[src/design/prc_bus_pkg.sv]
package prc_bus_pkg;

    // One access on the shared memory bus
    typedef struct packed {
        logic        read;
        logic        write;
        logic [23:0] addr;
        logic [7:0]  wdata;
    } mem_req_t;

    // Fixed memory map
    localparam logic [23:0] VRAM_BASE        = 24'h001000;
    localparam logic [23:0] VRAM_PAGE_STRIDE = 24'd96;      // Bytes per LCD page in VRAM
    localparam logic [23:0] TILE_MAP_BASE    = 24'h001360;
    localparam logic [23:0] LCD_CMD_ADDR     = 24'h0020FE;
    localparam logic [23:0] LCD_DATA_ADDR    = 24'h0020FF;

    // LCD controller commands
    localparam logic [7:0] LCD_COL_LOW_CMD  = 8'h10;
    localparam logic [7:0] LCD_COL_HIGH_CMD = 8'h00;
    localparam logic [7:0] LCD_PAGE_CMD     = 8'hB0;        // Page number in bits 2:0

endpackage

[src/design/prc_cfg_pkg.sv]
package prc_cfg_pkg;

    // CPU register write port
    typedef struct packed {
        logic        write;
        logic [23:0] addr;
        logic [7:0]  wdata;
    } cpu_bus_t;

    // Mode register, bit 0 is invert
    typedef struct packed {
        logic [1:0] map_size;
        logic       copy_en;
        logic       sprite_en;  // Stored, no sprite stage
        logic       map_en;
        logic       invert;
    } prc_mode_t;

    // What the map renderer needs from the register file
    typedef struct packed {
        logic [4:0]  map_width;   // In tiles
        logic [6:0]  scroll_x;    // Effective, already clamped
        logic [6:0]  scroll_y;
        logic [20:0] map_base;    // Tile graphics, low 3 bits zero
    } map_geom_t;

    // Register addresses
    localparam logic [23:0] REG_MODE         = 24'h002080;
    localparam logic [23:0] REG_MAP_BASE_LO  = 24'h002082;
    localparam logic [23:0] REG_MAP_BASE_MID = 24'h002083;
    localparam logic [23:0] REG_MAP_BASE_HI  = 24'h002084;
    localparam logic [23:0] REG_SCROLL_Y     = 24'h002085;
    localparam logic [23:0] REG_SCROLL_X     = 24'h002086;

endpackage

[src/design/prc_registers.sv]
`timescale 1ns/1ps

module prc_registers #(
    parameter int SCREEN_COLUMNS = 96,
    parameter int SCREEN_PAGES   = 8
) (
    input  logic                    clk,
    input  logic                    reset,
    input  prc_cfg_pkg::cpu_bus_t   cpu,
    input  logic [23:0]             reg_rd_addr,
    output logic [7:0]              reg_rd_data,
    output prc_cfg_pkg::prc_mode_t  mode,
    output prc_cfg_pkg::map_geom_t  geom
);
    import prc_cfg_pkg::*;

    logic [20:3]       map_base_q;
    logic [6:0]        scroll_x_raw;
    logic [6:0]        scroll_y_raw;
    logic [6:0]        scroll_x_eff;
    logic [6:0]        scroll_y_eff;
    logic [4:0]        map_width;
    logic [4:0]        map_height;
    logic signed [9:0] limit_x;
    logic signed [9:0] limit_y;

    always_comb
    begin
        case (mode.map_size)
            2'd0:    begin map_width = 5'd12; map_height = 5'd16; end
            2'd1:    begin map_width = 5'd16; map_height = 5'd12; end
            2'd2:    begin map_width = 5'd24; map_height = 5'd8;  end
            default: begin map_width = 5'd24; map_height = 5'd16; end
        endcase
    end

    // Largest scroll that keeps the screen inside the map
    assign limit_x = $signed({2'b00, map_width, 3'b000}) - $signed(10'(SCREEN_COLUMNS));
    assign limit_y = $signed({2'b00, map_height, 3'b000}) - $signed(10'(8 * SCREEN_PAGES));

    always_ff @(posedge clk)
    begin
        if (reset)
        begin
            mode         <= '0;
            map_base_q   <= '0;
            scroll_x_raw <= '0;
            scroll_y_raw <= '0;
            scroll_x_eff <= '0;
            scroll_y_eff <= '0;
        end
        else if (cpu.write)
        begin
            case (cpu.addr)
                REG_MODE:         mode <= cpu.wdata[5:0];
                REG_MAP_BASE_LO:  map_base_q[7:3] <= cpu.wdata[7:3];
                REG_MAP_BASE_MID: map_base_q[15:8] <= cpu.wdata;
                REG_MAP_BASE_HI:  map_base_q[20:16] <= cpu.wdata[4:0];
                REG_SCROLL_Y:
                begin
                    scroll_y_raw <= cpu.wdata[6:0];
                    if ($signed({3'b000, cpu.wdata[6:0]}) <= limit_y)
                        scroll_y_eff <= cpu.wdata[6:0];
                end
                REG_SCROLL_X:
                begin
                    scroll_x_raw <= cpu.wdata[6:0];
                    if ($signed({3'b000, cpu.wdata[6:0]}) <= limit_x)
                        scroll_x_eff <= cpu.wdata[6:0];    // Out of range keeps the old value
                end
                default: ;
            endcase
        end
    end

    always_comb
    begin
        case (reg_rd_addr)
            REG_MODE:         reg_rd_data = {2'b00, mode};
            REG_MAP_BASE_LO:  reg_rd_data = {map_base_q[7:3], 3'b000};
            REG_MAP_BASE_MID: reg_rd_data = map_base_q[15:8];
            REG_MAP_BASE_HI:  reg_rd_data = {3'b000, map_base_q[20:16]};
            REG_SCROLL_Y:     reg_rd_data = {1'b0, scroll_y_raw};
            REG_SCROLL_X:     reg_rd_data = {1'b0, scroll_x_raw};
            default:          reg_rd_data = 8'h00;
        endcase
    end

    always_comb
    begin
        geom.map_width = map_width;
        geom.scroll_x  = scroll_x_eff;
        geom.scroll_y  = scroll_y_eff;
        geom.map_base  = {map_base_q, 3'b000};
    end

endmodule

[src/design/prc_map_renderer.sv]
`timescale 1ns/1ps

module prc_map_renderer #(
    parameter int SCREEN_COLUMNS = 96,
    parameter int SCREEN_PAGES   = 8
) (
    input  logic                    clk,
    input  logic                    reset,
    input  logic                    start,
    input  prc_cfg_pkg::map_geom_t  geom,
    input  logic                    invert,
    input  logic [7:0]              mem_rd_data,
    output prc_bus_pkg::mem_req_t   mem_req,
    output logic                    done
);
    import prc_bus_pkg::*;

    logic        active;
    logic        phase;      // 0 issues an access, 1 takes the read data
    logic [2:0]  step;       // Five accesses per column
    logic [6:0]  col;
    logic [2:0]  page;
    logic        last_col;
    logic        last_page;
    logic [7:0]  map_x;
    logic [7:0]  map_y;
    logic [7:0]  tile_top;
    logic [7:0]  tile_bot;
    logic [7:0]  gfx_top;
    logic [7:0]  gfx_bot;
    logic [7:0]  gfx_tile;
    logic [23:0] tile_addr;
    logic [23:0] gfx_addr;
    logic [23:0] vram_addr;
    logic [7:0]  column_byte;

    assign map_x = {1'b0, col} + {1'b0, geom.scroll_x};
    assign map_y = {2'b00, page, 3'b000} + {1'b0, geom.scroll_y};

    assign last_col  = (col == 7'(SCREEN_COLUMNS - 1));
    assign last_page = (page == 3'(SCREEN_PAGES - 1));
    assign done      = active && !phase && (step == 3'd4) && last_col && last_page;

    assign tile_addr = TILE_MAP_BASE + 24'(map_y[7:3]) * 24'(geom.map_width) + 24'(map_x[7:3]);
    assign gfx_tile  = (step == 3'd2) ? tile_top : tile_bot;
    assign gfx_addr  = {3'b000, geom.map_base} + {13'd0, gfx_tile, map_x[2:0]};
    assign vram_addr = VRAM_BASE + 24'(page) * VRAM_PAGE_STRIDE + 24'(col);

    // Top tile supplies the upper rows, bottom tile fills in below it
    assign column_byte = (gfx_top >> map_y[2:0]) | (gfx_bot << (4'd8 - {1'b0, map_y[2:0]}));

    always_comb
    begin
        mem_req = '0;
        if (active && !phase)
        begin
            case (step)
                3'd0: begin mem_req.read = 1'b1; mem_req.addr = tile_addr; end
                3'd1:
                begin
                    mem_req.read = 1'b1;
                    mem_req.addr = tile_addr + 24'(geom.map_width);   // One map row down
                end
                3'd2, 3'd3: begin mem_req.read = 1'b1; mem_req.addr = gfx_addr; end
                default:
                begin
                    mem_req.write = 1'b1;
                    mem_req.addr  = vram_addr;
                    mem_req.wdata = invert ? ~column_byte : column_byte;
                end
            endcase
        end
    end

    always_ff @(posedge clk)
    begin
        if (reset)
        begin
            active <= 1'b0;
            phase  <= 1'b0;
            step   <= '0;
            col    <= '0;
            page   <= '0;
        end
        else if (start)
        begin
            active <= 1'b1;
            phase  <= 1'b0;
            step   <= '0;
            col    <= '0;
            page   <= '0;
        end
        else if (active)
        begin
            phase <= ~phase;
            if (done)
                active <= 1'b0;
            else if (phase && step == 3'd4)
            begin
                step <= '0;
                col  <= last_col ? 7'd0 : col + 7'd1;
                if (last_col)
                    page <= page + 3'd1;
            end
            else if (phase)
                step <= step + 3'd1;
        end
    end

    always_ff @(posedge clk)
    begin
        if (active && phase)
        begin
            case (step)
                3'd0:    tile_top <= mem_rd_data;
                3'd1:    tile_bot <= mem_rd_data;
                3'd2:    gfx_top  <= mem_rd_data;
                3'd3:    gfx_bot  <= mem_rd_data;
                default: ;
            endcase
        end
    end

    // Bus goes quiet once the last column is written
    assert property (@(posedge clk) disable iff (reset)
        done |=> !(mem_req.read || mem_req.write));

endmodule

[src/design/prc_frame_copier.sv]
`timescale 1ns/1ps

module prc_frame_copier #(
    parameter int SCREEN_COLUMNS = 96,
    parameter int SCREEN_PAGES   = 8
) (
    input  logic                   clk,
    input  logic                   reset,
    input  logic                   start,
    input  logic [7:0]             mem_rd_data,
    output prc_bus_pkg::mem_req_t  mem_req,
    output logic                   done
);
    import prc_bus_pkg::*;

    typedef enum logic [2:0] {
        CP_COL_LOW,
        CP_COL_HIGH,
        CP_PAGE,
        CP_READ,
        CP_WRITE
    } copy_state_t;

    copy_state_t state;
    logic        active;
    logic        phase;
    logic [6:0]  col;
    logic [2:0]  page;
    logic        last_col;
    logic [7:0]  pixel_q;

    assign last_col = (col == 7'(SCREEN_COLUMNS - 1));
    assign done     = active && !phase && state == CP_WRITE && last_col
                      && (page == 3'(SCREEN_PAGES - 1));

    always_comb
    begin
        mem_req = '0;
        if (active && !phase)
        begin
            mem_req.write = (state != CP_READ);
            mem_req.read  = (state == CP_READ);
            case (state)
                CP_COL_LOW:  begin mem_req.addr = LCD_CMD_ADDR; mem_req.wdata = LCD_COL_LOW_CMD; end
                CP_COL_HIGH: begin mem_req.addr = LCD_CMD_ADDR; mem_req.wdata = LCD_COL_HIGH_CMD; end
                CP_PAGE:
                begin
                    mem_req.addr  = LCD_CMD_ADDR;
                    mem_req.wdata = LCD_PAGE_CMD | {5'd0, page};
                end
                CP_READ: mem_req.addr = VRAM_BASE + 24'(page) * VRAM_PAGE_STRIDE + 24'(col);
                default: begin mem_req.addr = LCD_DATA_ADDR; mem_req.wdata = pixel_q; end
            endcase
        end
    end

    always_ff @(posedge clk)
    begin
        if (reset)
        begin
            active <= 1'b0;
            phase  <= 1'b0;
            state  <= CP_COL_LOW;
            col    <= '0;
            page   <= '0;
        end
        else if (start)
        begin
            active <= 1'b1;
            phase  <= 1'b0;
            state  <= CP_COL_LOW;
            col    <= '0;
            page   <= '0;
        end
        else if (active)
        begin
            phase <= ~phase;
            if (done)
                active <= 1'b0;
            else if (phase && state == CP_WRITE)
            begin
                col   <= last_col ? 7'd0 : col + 7'd1;
                state <= last_col ? CP_COL_LOW : CP_READ;   // New page needs the address commands
                if (last_col)
                    page <= page + 3'd1;
            end
            else if (phase)
                state <= copy_state_t'(state + 3'd1);
        end
    end

    always_ff @(posedge clk)
    begin
        if (active && phase && state == CP_READ)
            pixel_q <= mem_rd_data;
    end

    assert property (@(posedge clk) disable iff (reset) active |-> !start);

endmodule

[src/design/prc_stage_sequencer.sv]
`timescale 1ns/1ps

module prc_stage_sequencer (
    input  logic                    clk,
    input  logic                    reset,
    input  logic                    frame_start,
    input  prc_cfg_pkg::prc_mode_t  mode,
    input  prc_bus_pkg::mem_req_t   map_req,
    input  prc_bus_pkg::mem_req_t   copy_req,
    input  logic                    map_done,
    input  logic                    copy_done,
    output logic                    map_start,
    output logic                    copy_start,
    output prc_bus_pkg::mem_req_t   mem_req,
    output logic                    busy,
    output logic                    irq_render_done,
    output logic                    irq_copy_complete
);
    typedef enum logic [1:0] {SEQ_IDLE, SEQ_MAP, SEQ_COPY} seq_state_t;

    seq_state_t state;
    logic       copy_en_q;   // Copy enable held for the whole run
    logic       accept;

    assign accept = frame_start && state == SEQ_IDLE && (mode.map_en || mode.copy_en);
    assign busy   = (state != SEQ_IDLE);

    always_ff @(posedge clk)
    begin
        if (reset)
        begin
            state             <= SEQ_IDLE;
            copy_en_q         <= 1'b0;
            map_start         <= 1'b0;
            copy_start        <= 1'b0;
            irq_render_done   <= 1'b0;
            irq_copy_complete <= 1'b0;
        end
        else
        begin
            map_start         <= 1'b0;
            copy_start        <= 1'b0;
            irq_render_done   <= 1'b0;
            irq_copy_complete <= 1'b0;
            case (state)
                SEQ_IDLE:
                begin
                    if (accept)
                    begin
                        copy_en_q  <= mode.copy_en;
                        state      <= mode.map_en ? SEQ_MAP : SEQ_COPY;
                        map_start  <= mode.map_en;
                        copy_start <= !mode.map_en;
                    end
                end
                SEQ_MAP:
                begin
                    if (map_done)
                    begin
                        state           <= copy_en_q ? SEQ_COPY : SEQ_IDLE;
                        copy_start      <= copy_en_q;
                        irq_render_done <= !copy_en_q;
                    end
                end
                default:
                begin
                    if (copy_done)
                    begin
                        state             <= SEQ_IDLE;
                        irq_render_done   <= 1'b1;
                        irq_copy_complete <= 1'b1;
                    end
                end
            endcase
        end
    end

    always_comb
    begin
        case (state)
            SEQ_MAP:  mem_req = map_req;
            SEQ_COPY: mem_req = copy_req;
            default:  mem_req = '0;
        endcase
    end

    assert property (@(posedge clk) disable iff (reset) !(mem_req.read && mem_req.write));
    // A stage may only touch the bus while it owns it
    assert property (@(posedge clk) disable iff (reset)
        (state != SEQ_MAP) |-> !(map_req.read || map_req.write));
    assert property (@(posedge clk) disable iff (reset)
        (state != SEQ_COPY) |-> !(copy_req.read || copy_req.write));

endmodule

[src/design/prc_top.sv]
`timescale 1ns/1ps

module prc_top #(
    parameter int SCREEN_COLUMNS = 96,
    parameter int SCREEN_PAGES   = 8
) (
    input  logic                   clk,
    input  logic                   reset,
    input  prc_cfg_pkg::cpu_bus_t  cpu,
    input  logic [23:0]            reg_rd_addr,
    output logic [7:0]             reg_rd_data,
    input  logic                   frame_start,
    output prc_bus_pkg::mem_req_t  mem_req,
    input  logic [7:0]             mem_rd_data,
    output logic                   busy,
    output logic                   irq_render_done,
    output logic                   irq_copy_complete
);
    import prc_bus_pkg::*;
    import prc_cfg_pkg::*;

    prc_mode_t mode;
    map_geom_t geom;
    mem_req_t  map_req;
    mem_req_t  copy_req;
    logic      map_start;
    logic      copy_start;
    logic      map_done;
    logic      copy_done;

    prc_registers #(.SCREEN_COLUMNS(SCREEN_COLUMNS), .SCREEN_PAGES(SCREEN_PAGES)) u_registers (
        .clk, .reset, .cpu, .reg_rd_addr, .reg_rd_data, .mode, .geom
    );

    prc_stage_sequencer u_sequencer (
        .clk, .reset, .frame_start, .mode, .map_req, .copy_req, .map_done, .copy_done,
        .map_start, .copy_start, .mem_req, .busy, .irq_render_done, .irq_copy_complete
    );

    prc_map_renderer #(.SCREEN_COLUMNS(SCREEN_COLUMNS), .SCREEN_PAGES(SCREEN_PAGES)) u_renderer (
        .clk, .reset, .start(map_start), .geom, .invert(mode.invert), .mem_rd_data,
        .mem_req(map_req), .done(map_done)
    );

    prc_frame_copier #(.SCREEN_COLUMNS(SCREEN_COLUMNS), .SCREEN_PAGES(SCREEN_PAGES)) u_copier (
        .clk, .reset, .start(copy_start), .mem_rd_data, .mem_req(copy_req), .done(copy_done)
    );

endmodule

[config.mk]
export PLATFORM = sky130hd
export DESIGN_NAME = prc_top
export DESIGN_NICKNAME = d
export VERILOG_FILES = /design/src/design/prc_bus_pkg.sv /design/src/design/prc_cfg_pkg.sv /design/src/design/prc_registers.sv /design/src/design/prc_map_renderer.sv /design/src/design/prc_frame_copier.sv /design/src/design/prc_stage_sequencer.sv /design/src/design/prc_top.sv
export SDC_FILE = /design/constraint.sdc
export NUM_CORES = 1
export LEC_CHECK = 0
export ABC_AREA = 1
export BUFFER_PORTS_ARGS = -buffer_cell sky130_fd_sc_hd__buf_4
export CELL_PAD_IN_SITES_DETAIL_PLACEMENT = 0
export CELL_PAD_IN_SITES_GLOBAL_PLACEMENT = 1
export CORE_ASPECT_RATIO = 1.75
export CORE_UTILIZATION = 47
export DETAILED_ROUTE_END_ITERATION = 12
export GPL_TIMING_DRIVEN = 0
export PLACE_DENSITY = 0.94
export REMOVE_ABC_BUFFERS = 1
export SYNTH_ARGS = -nofsm -noshare
export SYNTH_HDL_FRONTEND = slang
export SYNTH_HIERARCHICAL = 1
export SYNTH_SLANG_ARGS = --single-unit
[constraint.sdc]
create_clock -name clk -period 12.88 [get_ports clk]
set_input_delay 1.288 -clock clk [delete_from_list [all_inputs] [get_ports clk]]
set_output_delay 1.288 -clock clk [all_outputs]
set_load 0.005 [all_outputs]
==> results.toml, run 1 <==
[run_status]
run_status = "finished clean"

[logic_synthesis]
ys_dominant_reg_cell = "sky130_fd_sc_hd__dfxtp_1"
share_of_synthesized_area_occupied_by_flip_flops_and_latches_pct = 26.1
synth_warn = 6
postSynth.asyncResetShare_pct = 0
synth-seq-cells = 129
count_of_different_cell_masters_after_synthesis = 63
synth-edff-count = 40
postSynthCellCount = 1651
postSynthAreaPerCell_um2 = 6.92
netlist_area_mm2 = 0.0114

[grt]
first_global_vias = 10900
grt_pass1_wl_mm = 51.8
antenna_found_initial = 0
globalRouteOverflowTotal = 0
globalRouteTotalUtil_pct = 26.5
grt_max_degree = 41

[clock_tree]
cts.path.max_buffers = 2
clock_pin_transition_on_the_worst_setup_and_hold_timing_paths_ps = 70
cts.repair_timing.setup_buffer_count = 0
clock-root-buffer = "sky130_fd_sc_hd__clkbuf_16"
htree_num_levels = 4
clock_sink_count = 129
post_cts_resize_count = 0
cts_stage_hold_buffer_count = 0
tritoncts_clock_tree = "built"
cts_buffers = 17
worstSkewPairLatency_ps = 440

[worst_setup_path]
worst_ep_arrival_time_ps = 6350
worstReg2RegEnd = "u_sequencer/state[1]$_SDFFE_PP0P_"
critical_path_sink = "mem_req[18]"
cp_delay_by_family_top = "adder cells"
critPathLaunchType = "flop"
critical_path.slowest_cell = "sky130_fd_sc_hd__fa_1"
endpoint_kind = "output pin"
critical_path.most_common_cell = "sky130_fd_sc_hd__nand2_1"
timing.reg2reg.setup_slack_ps = 10420
critical_path.max_stage_delay_ps = 590
worstPathMaxFanout = 5
cp.buffers_inverters = 4
startpoint_of_the_most_critical_setup_path = "u_renderer/page[0]$_SDFFE_PP0P_"
rr_worst_depth = 9
timing.critical_path.depth = 29
regToRegStartpoint = "u_renderer/page[1]$_SDFFE_PP0P_"
worst-endpoint-required_ps = 11590
criticalPathCategory = "flop to output pin"

[timing]
slew_at_the_pin_closest_to_its_max_slew_limit_ps = 1340
rsz0062_at_grt = "false"
hold_violations = 0
min_cycle_time_layout_ps = 7640
final.setup.tns_ps = 0
slew_headroom_pct = 10.4
setup_viol = 0
portion_of_the_clock_cycle_consumed_by_the_worst_path_in_the_final_layout_pct = 59.3
finalWorstSetupSlack_ps = 5240
finalClockSkew_ps = 8.46
achievable-frequency_mhz = 131
final_max_slew_viol_count = 0

[finish]
filler_cell_count = 2402
final_net_count = 1921
final_common_cell = "sky130_fd_sc_hd__nand2_1"
post_route_cells_drive_above_1_share_pct = 16.1
area_added_between_synthesis_and_finish_pct = 13.2
instances_no_fill = 2064
mostFrequentLayoutCells = "343 x sky130_fd_sc_hd__nand2_1, 205 x sky130_fd_sc_hd__inv_1, 184 x sky130_fd_sc_hd__nor2_1, 150 x sky130_fd_sc_hd__a21oi_1, 110 x sky130_fd_sc_hd__buf_4"
finish.instance_area_mm2 = 0.0129
n_antenna_cell = 0

[route]
number_of_nets_with_antenna_violations_after_routing = 0
routed_wl_mm = 32.1
drcViolationCount = 0
drt_iter0_drc = 527
dr.pass1.iters = 6
wl_per_cell_um = 15.6
dr_total_vias = 11000
avgViaCountPerCell = 5.34

[flow_run]
max_cap_violations = 0

[hold_path]
min_path_type = "flop to flop"
hold_start = "u_registers/scroll_y_eff[6]$_SDFFE_PP0P_"

[placed_design]
place_inst = 2032
place_hpwl_mm = 25.7
gp_routability_congestion = 0.908
pre_cts_slack_ps = 5720
dpl_cell_area_mm2 = 0.0124
placement.io_buffers = 110

[pwr]
power_leakage_nw = 5.72
power_density_mw_per_mm2 = 73.5
vdd.ir_drop.worst_uv = 90.1

[floorplan]
core_mm2 = 0.0239
core.rowCount = 75
io-pin-count = 113
floorplan.die_area_mm2 = 0.0250
initial_core_util_pct = 47.8
floorplan.die.width_um = 120
floorplan.die.height_um = 208
==> per-stage QoR <==
step	power [mW]	util (%)	hold WS [ps]
finish	0.951	54.1	480
detailed placement	0.474	51.6	472
floorplan	0.445	-	440
global placement	0.473	51.6	461
global route	0.977	54.1	506
CTS	0.956	54.1	487
==> worst min path at each step <==
| stage | to | cells after the start |
|---|---|---|
| floorplan | u_sequencer/irq_render_done$_SDFF_PP0_ | 1 |
| global placement | u_registers/scroll_x_raw[0]$_SDFFE_PP0P_ | 2 |
| detailed placement | u_registers/scroll_y_eff[6]$_SDFFE_PP0P_ | 2 |
| CTS | u_sequencer/copy_en_q$_SDFFE_PP0P_ | 2 |
| global route | u_sequencer/copy_en_q$_SDFFE_PP0P_ | 2 |
| finish | u_registers/scroll_y_eff[6]$_SDFFE_PP0P_ | 2 |
==> cell type report <==
type	count	area (um^2)	share of cell area [%]
clock buffer	18	439	3.39
clock inverter	14	144	1.11
inverter	234	888	6.86
multi-input combinational	1251	7280	56.2
sequential	129	2980	23.0
tap	308	385	2.98
timing repair buffer	110	826	6.38
==> sequential cells by signal (all words and copies together) (netlist names), 8 cells and up <==
signal	count
u_renderer/gfx_bot	8
u_renderer/gfx_top	8
u_renderer/tile_bot	8
u_copier/pixel_q	8
u_renderer/tile_top	8
u_registers/map_base_q	18
==> logic make-up after synthesis <==
family	synth area share, %
AOI/OAI and AO/OA	14.6
xor gates and xnor gates	1.92
adders and majority gates	13.2
buffers and inverters	10.8
DFF	26.1
muxes	1.05
other	0.0985
and+or+nand+nor	32.3
==> cell usage after synthesis (5+ instances only) <==
cell	n	area, um^2
sky130_fd_sc_hd__a21oi_1	150	751
sky130_fd_sc_hd__a31oi_1	5	31.3
sky130_fd_sc_hd__buf_2	11	55.1
sky130_fd_sc_hd__buf_4	24	180
sky130_fd_sc_hd__buf_6	6	67.6
sky130_fd_sc_hd__clkbuf_1	10	37.5
sky130_fd_sc_hd__dfxtp_1	89	1780
sky130_fd_sc_hd__edfxtp_1	40	1200
sky130_fd_sc_hd__fa_1	18	360
sky130_fd_sc_hd__ha_1	92	1150
sky130_fd_sc_hd__inv_1	205	769
sky130_fd_sc_hd__inv_2	24	90.1
sky130_fd_sc_hd__mux2_2	8	90.1
sky130_fd_sc_hd__nand2_1	343	1290
sky130_fd_sc_hd__nand2_2	31	194
sky130_fd_sc_hd__nand2_4	6	67.6
sky130_fd_sc_hd__nand3_1	109	546
sky130_fd_sc_hd__nand3_2	9	90.1
sky130_fd_sc_hd__nand4_1	15	93.8
sky130_fd_sc_hd__nor2_1	184	691
sky130_fd_sc_hd__nor2_2	18	113
sky130_fd_sc_hd__nor2_4	13	146
sky130_fd_sc_hd__nor3_1	30	150
sky130_fd_sc_hd__nor3_2	9	90.1
sky130_fd_sc_hd__o211ai_1	5	37.5
sky130_fd_sc_hd__o21a_1	8	60.1
sky130_fd_sc_hd__o21ai_0	82	410
sky130_fd_sc_hd__o21ai_1	14	70.1
sky130_fd_sc_hd__o22ai_1	6	37.5
sky130_fd_sc_hd__xnor2_1	7	61.3
sky130_fd_sc_hd__xor2_1	18	158
==> where the power goes <==
part           internal [mW]  switching [mW]
registers              0.418    0.0000000286
logic                 0.0193          0.0282
clock network          0.277           0.208
==> routing by layer <==
metal	wire length [um]	track usage (%)
met3	1210	3.56
met5	0	0
met4	1920	15.8
met1	11800	26.0
met2	17200	51.2
==> worst reg2reg max path: stages (launching register included) <==
cell	delay [ps]
sky130_fd_sc_hd__dfxtp_1	610
sky130_fd_sc_hd__ha_1	310
sky130_fd_sc_hd__ha_1	170
sky130_fd_sc_hd__nand2_1	50
sky130_fd_sc_hd__nor3_1	720
sky130_fd_sc_hd__nor2_2	120
sky130_fd_sc_hd__a21oi_4	180
sky130_fd_sc_hd__nand3_1	90
sky130_fd_sc_hd__nand2_1	70
sky130_fd_sc_hd__nor2_1	40
No activity file was read; power rests on OpenSTA's default activity.
==> run 2, diff against run 1 <==
- ABC_AREA: 1 -> 0
- CORE_UTILIZATION: 47 -> 46
- PLACE_DENSITY: 0.94 -> 0.88
- clock period: 12.88 -> 7.7 ns (I/O delays scaled with it)
==> results.toml, run 2 <==
[timing]
hold_violations = 0
rsz0062_at_grt = "false"
slew_headroom_pct = 21.1
min_cycle_time_layout_ps = 7250
final.setup.tns_ps = 0
finalClockSkew_ps = 14.4
portion_of_the_clock_cycle_consumed_by_the_worst_path_in_the_final_layout_pct = 94.1
setup_viol = 0
final_max_slew_viol_count = 0
slew_at_the_pin_closest_to_its_max_slew_limit_ps = 1170
achievable-frequency_mhz = 138

[logic_synthesis]
count_of_different_cell_masters_after_synthesis = 98
netlist_area_mm2 = 0.0109
ys_dominant_reg_cell = "sky130_fd_sc_hd__dfxtp_1"
synth-seq-cells = 129
yosys-top-cells-count = "126 x sky130_fd_sc_hd__nor2_1, 92 x sky130_fd_sc_hd__ha_1, 89 x sky130_fd_sc_hd__dfxtp_1, 82 x sky130_fd_sc_hd__inv_1, 68 x sky130_fd_sc_hd__a21oi_1"
postSynth.asyncResetShare_pct = 0
synth_warn = 6
postSynthCellCount = 1240
ys_top_cells_by_area = "sky130_fd_sc_hd__dfxtp_1 16%, sky130_fd_sc_hd__edfxtp_1 11%, sky130_fd_sc_hd__ha_1 11%"
synth_top_area_share_pct = 16.3
leading_cell_type_by_number_of_instances_after_synthesis = "sky130_fd_sc_hd__nor2_1"
share_of_synthesized_area_occupied_by_flip_flops_and_latches_pct = 27.3
synth-edff-count = 40
netlist.top_cell.by_area = "sky130_fd_sc_hd__dfxtp_1"
postSynthAreaPerCell_um2 = 8.82

[floorplan]
initial_core_util_pct = 46.9
floorplan.die.height_um = 206
floorplan.die.width_um = 119
core_mm2 = 0.0233
io-pin-count = 113
core.rowCount = 74
floorplan.die_area_mm2 = 0.0244

[worst_setup_path]
worstReg2RegEnd = "u_sequencer/state[1]$_SDFFE_PP0P_"
worstPathMaxFanout = 6
worst_ep_arrival_time_ps = 6480
endpoint_kind = "output pin"
timing.reg2reg.setup_slack_ps = 4960
critPathLaunchType = "flop"
criticalPathCategory = "flop to output pin"
worst-endpoint-required_ps = 6930
regToRegStartpoint = "u_renderer/col[1]$_SDFFE_PP0P_"
rr_worst_depth = 8

[placed_design]
place_hpwl_mm = 22.8
gp_routability_congestion = 0.900
dpl_cell_area_mm2 = 0.0118
placement.io_buffers = 110

[clock_tree]
cts.repair_timing.setup_buffer_count = 0
clock_pin_transition_on_the_worst_setup_and_hold_timing_paths_ps = 60
cts_buffers = 17
cts.path.max_buffers = 2
tritoncts_clock_tree = "built"
post_cts_resize_count = 0
worstSkewPairLatency_ps = 440
clock_sink_count = 129
htree_num_levels = 4
clock-root-buffer = "sky130_fd_sc_hd__clkbuf_16"
cts_stage_hold_buffer_count = 0

[hold_path]
min_path_type = "flop to flop"
hold_path_endpoint = "u_renderer/active$_SDFF_PP0_"
hold_start = "u_sequencer/map_start$_SDFF_PP0_"
worst_hold_path.num_cells = 2

[finish]
post_route_cells_drive_above_1_share_pct = 15.3
filler_cell_count = 2256
largest_register_by_flop_count = "u_registers/map_base_q"
n_antenna_cell = 0
finish.instance_area_mm2 = 0.0124
final_net_count = 1488
area_added_between_synthesis_and_finish_pct = 13.2
largest_register_ffs = 18
mostFrequentLayoutCells = "126 x sky130_fd_sc_hd__nor2_1, 110 x sky130_fd_sc_hd__buf_4, 90 x sky130_fd_sc_hd__ha_1, 89 x sky130_fd_sc_hd__dfxtp_1, 82 x sky130_fd_sc_hd__inv_1"
final_common_cell = "sky130_fd_sc_hd__nor2_1"

[route]
wl_per_cell_um = 17.8
m1WireLength_mm = 10.6
route.met2.wl_mm = 15.9
number_of_nets_with_antenna_violations_after_routing = 0
dr.pass1.iters = 5
routed_wl_mm = 29.0
drt_iter0_drc = 479
highest-signal-layer = "met4"
dr_total_vias = 9426
drcViolationCount = 0
avgViaCountPerCell = 5.79
route.met3.wl_um = 951

[pwr]
power_density_mw_per_mm2 = 131
power.share.combinational_pct = 6.1
power_switching_share_pct = 24.6
seqPwrFrac_pct = 43.1
p_clk_share_pct = 50.7
vdd.ir_drop.worst_uv = 159
internal_power_component_mw = 1.22
power_leakage_nw = 4.93
power.net_switching_mw = 0.400

[grt]
grt_max_degree = 74
globalRouteOverflowTotal = 0
grt_pass1_wl_mm = 45.6
globalRouteTotalUtil_pct = 23.9
antenna_found_initial = 0
first_global_vias = 9232

[run_status]
run_status = "finished clean"

[flow_run]
max_cap_violations = 0
==> run 2: cell count changes after synthesis, moves of 23 or more <==
cell / change
sky130_fd_sc_hd__nand2_1: -291
sky130_fd_sc_hd__inv_1: -123
sky130_fd_sc_hd__nand3_1: -85
sky130_fd_sc_hd__a21oi_1: -82
sky130_fd_sc_hd__mux2i_1: +61
sky130_fd_sc_hd__nor2_1: -58
sky130_fd_sc_hd__nor2b_1: +48
sky130_fd_sc_hd__a22oi_1: +41
sky130_fd_sc_hd__o21ai_0: -38
sky130_fd_sc_hd__nand2_2: -29
sky130_fd_sc_hd__nand2b_1: +27
sky130_fd_sc_hd__xnor2_1: +26
sky130_fd_sc_hd__inv_2: -23
==> run 2: area by class of cell <==
| type | instances | area, um^2 | area share, % |
|---|---|---|---|
| repair buffers | 110 | 826 | 6.67 |
| well taps | 304 | 380 | 3.07 |
| inverters | 83 | 312 | 2.52 |
| clock inverters | 14 | 164 | 1.32 |
| multi-input cells | 969 | 7270 | 58.7 |
| flip-flops and latches | 129 | 2980 | 24.1 |
| clock buffers | 18 | 450 | 3.64 |
==> run 2: worst max-delay path, cell delays in order (launching register included) <==
cell	delay (ps)
sky130_fd_sc_hd__dfxtp_1	370
sky130_fd_sc_hd__ha_1	240
sky130_fd_sc_hd__fa_1	400
sky130_fd_sc_hd__xor2_1	400
sky130_fd_sc_hd__nand2_1	130
sky130_fd_sc_hd__fa_1	480
sky130_fd_sc_hd__fa_1	580
sky130_fd_sc_hd__fa_1	170
sky130_fd_sc_hd__inv_1	60
sky130_fd_sc_hd__fa_1	480
sky130_fd_sc_hd__ha_1	340
sky130_fd_sc_hd__a21oi_1	190
sky130_fd_sc_hd__and2_2	180
sky130_fd_sc_hd__nand2_1	60
sky130_fd_sc_hd__xnor2_1	410
sky130_fd_sc_hd__nand4_1	310
sky130_fd_sc_hd__or3_1	440
sky130_fd_sc_hd__a31oi_1	200
sky130_fd_sc_hd__a221oi_1	110
sky130_fd_sc_hd__a22oi_1	250
sky130_fd_sc_hd__nor2b_1	80
sky130_fd_sc_hd__buf_4	140
==> run 2: worst max path at each step <==
| stage | startpoint | to | slack, ps | cells after the start |
|---|---|---|---|---|
| 2_1_floorplan | u_renderer/page[0]$_SDFFE_PP0P_ | mem_req[17] | 1750 | 20 |
| 3_3_place_gp | u_renderer/page[0]$_SDFFE_PP0P_ | mem_req[17] | 930 | 21 |
| 3_5_place_dp | u_renderer/page[0]$_SDFFE_PP0P_ | mem_req[17] | 930 | 21 |
| 4_1_cts | u_renderer/page[0]$_SDFFE_PP0P_ | mem_req[17] | 430 | 21 |
| 5_1_grt | u_renderer/page[0]$_SDFFE_PP0P_ | mem_req[17] | 130 | 21 |
| 6_report | u_renderer/page[0]$_SDFFE_PP0P_ | mem_req[17] | 450 | 21 |
==> run 2: power by group through the flow <==
| stage | combinational (mW) | clock [mW] | sequential [mW] |
|---|---|---|---|
| finish | 0.0993 | 0.824 | 0.701 |
| CTS | 0.0993 | 0.837 | 0.701 |
| global placement | 0.0981 | 0 | 0.716 |
| global route | 0.108 | 0.863 | 0.700 |
| detailed placement | 0.0991 | 0 | 0.716 |
| floorplan | 0.0404 | 0 | 0.716 |
==> run 2: layer usage <==
layer  track usage, %  vias up
met5                0        -
met4             15.3        0
met3             3.34       74
met2             46.6      243
met1             23.3     4532
li1                 -     4577
==> run 2: cell families after synthesis <==
kind of cell / synth area share (%)
AO/OA/AOI/OAI: 16.9
buffers and inverters: 6.86
AND/OR/NAND/NOR: 21.7
other: 0.103
multiplexers: 8.02
XOR/XNOR: 5.26
flip-flops: 27.3
adder cells (fa/ha/maj): 13.8
==> run 2: through the flow <==
| stage | std cells | setup WS, ps | hold WS (ps) | total power, mW | utilization, % |
|---|---|---|---|---|---|
| 2_1_floorplan | 1181 | 1750 | 429 | 0.756 | - |
| 3_3_place_gp | 1595 | 933 | 445 | 0.814 | 50.4 |
| 3_5_place_dp | 1595 | 926 | 450 | 0.815 | 50.4 |
| 4_1_cts | 1627 | 432 | 465 | 1.64 | 53.1 |
| 5_1_grt | 1627 | 126 | 500 | 1.67 | 53.1 |
| 6_report | 1627 | 454 | 464 | 1.62 | 53.1 |
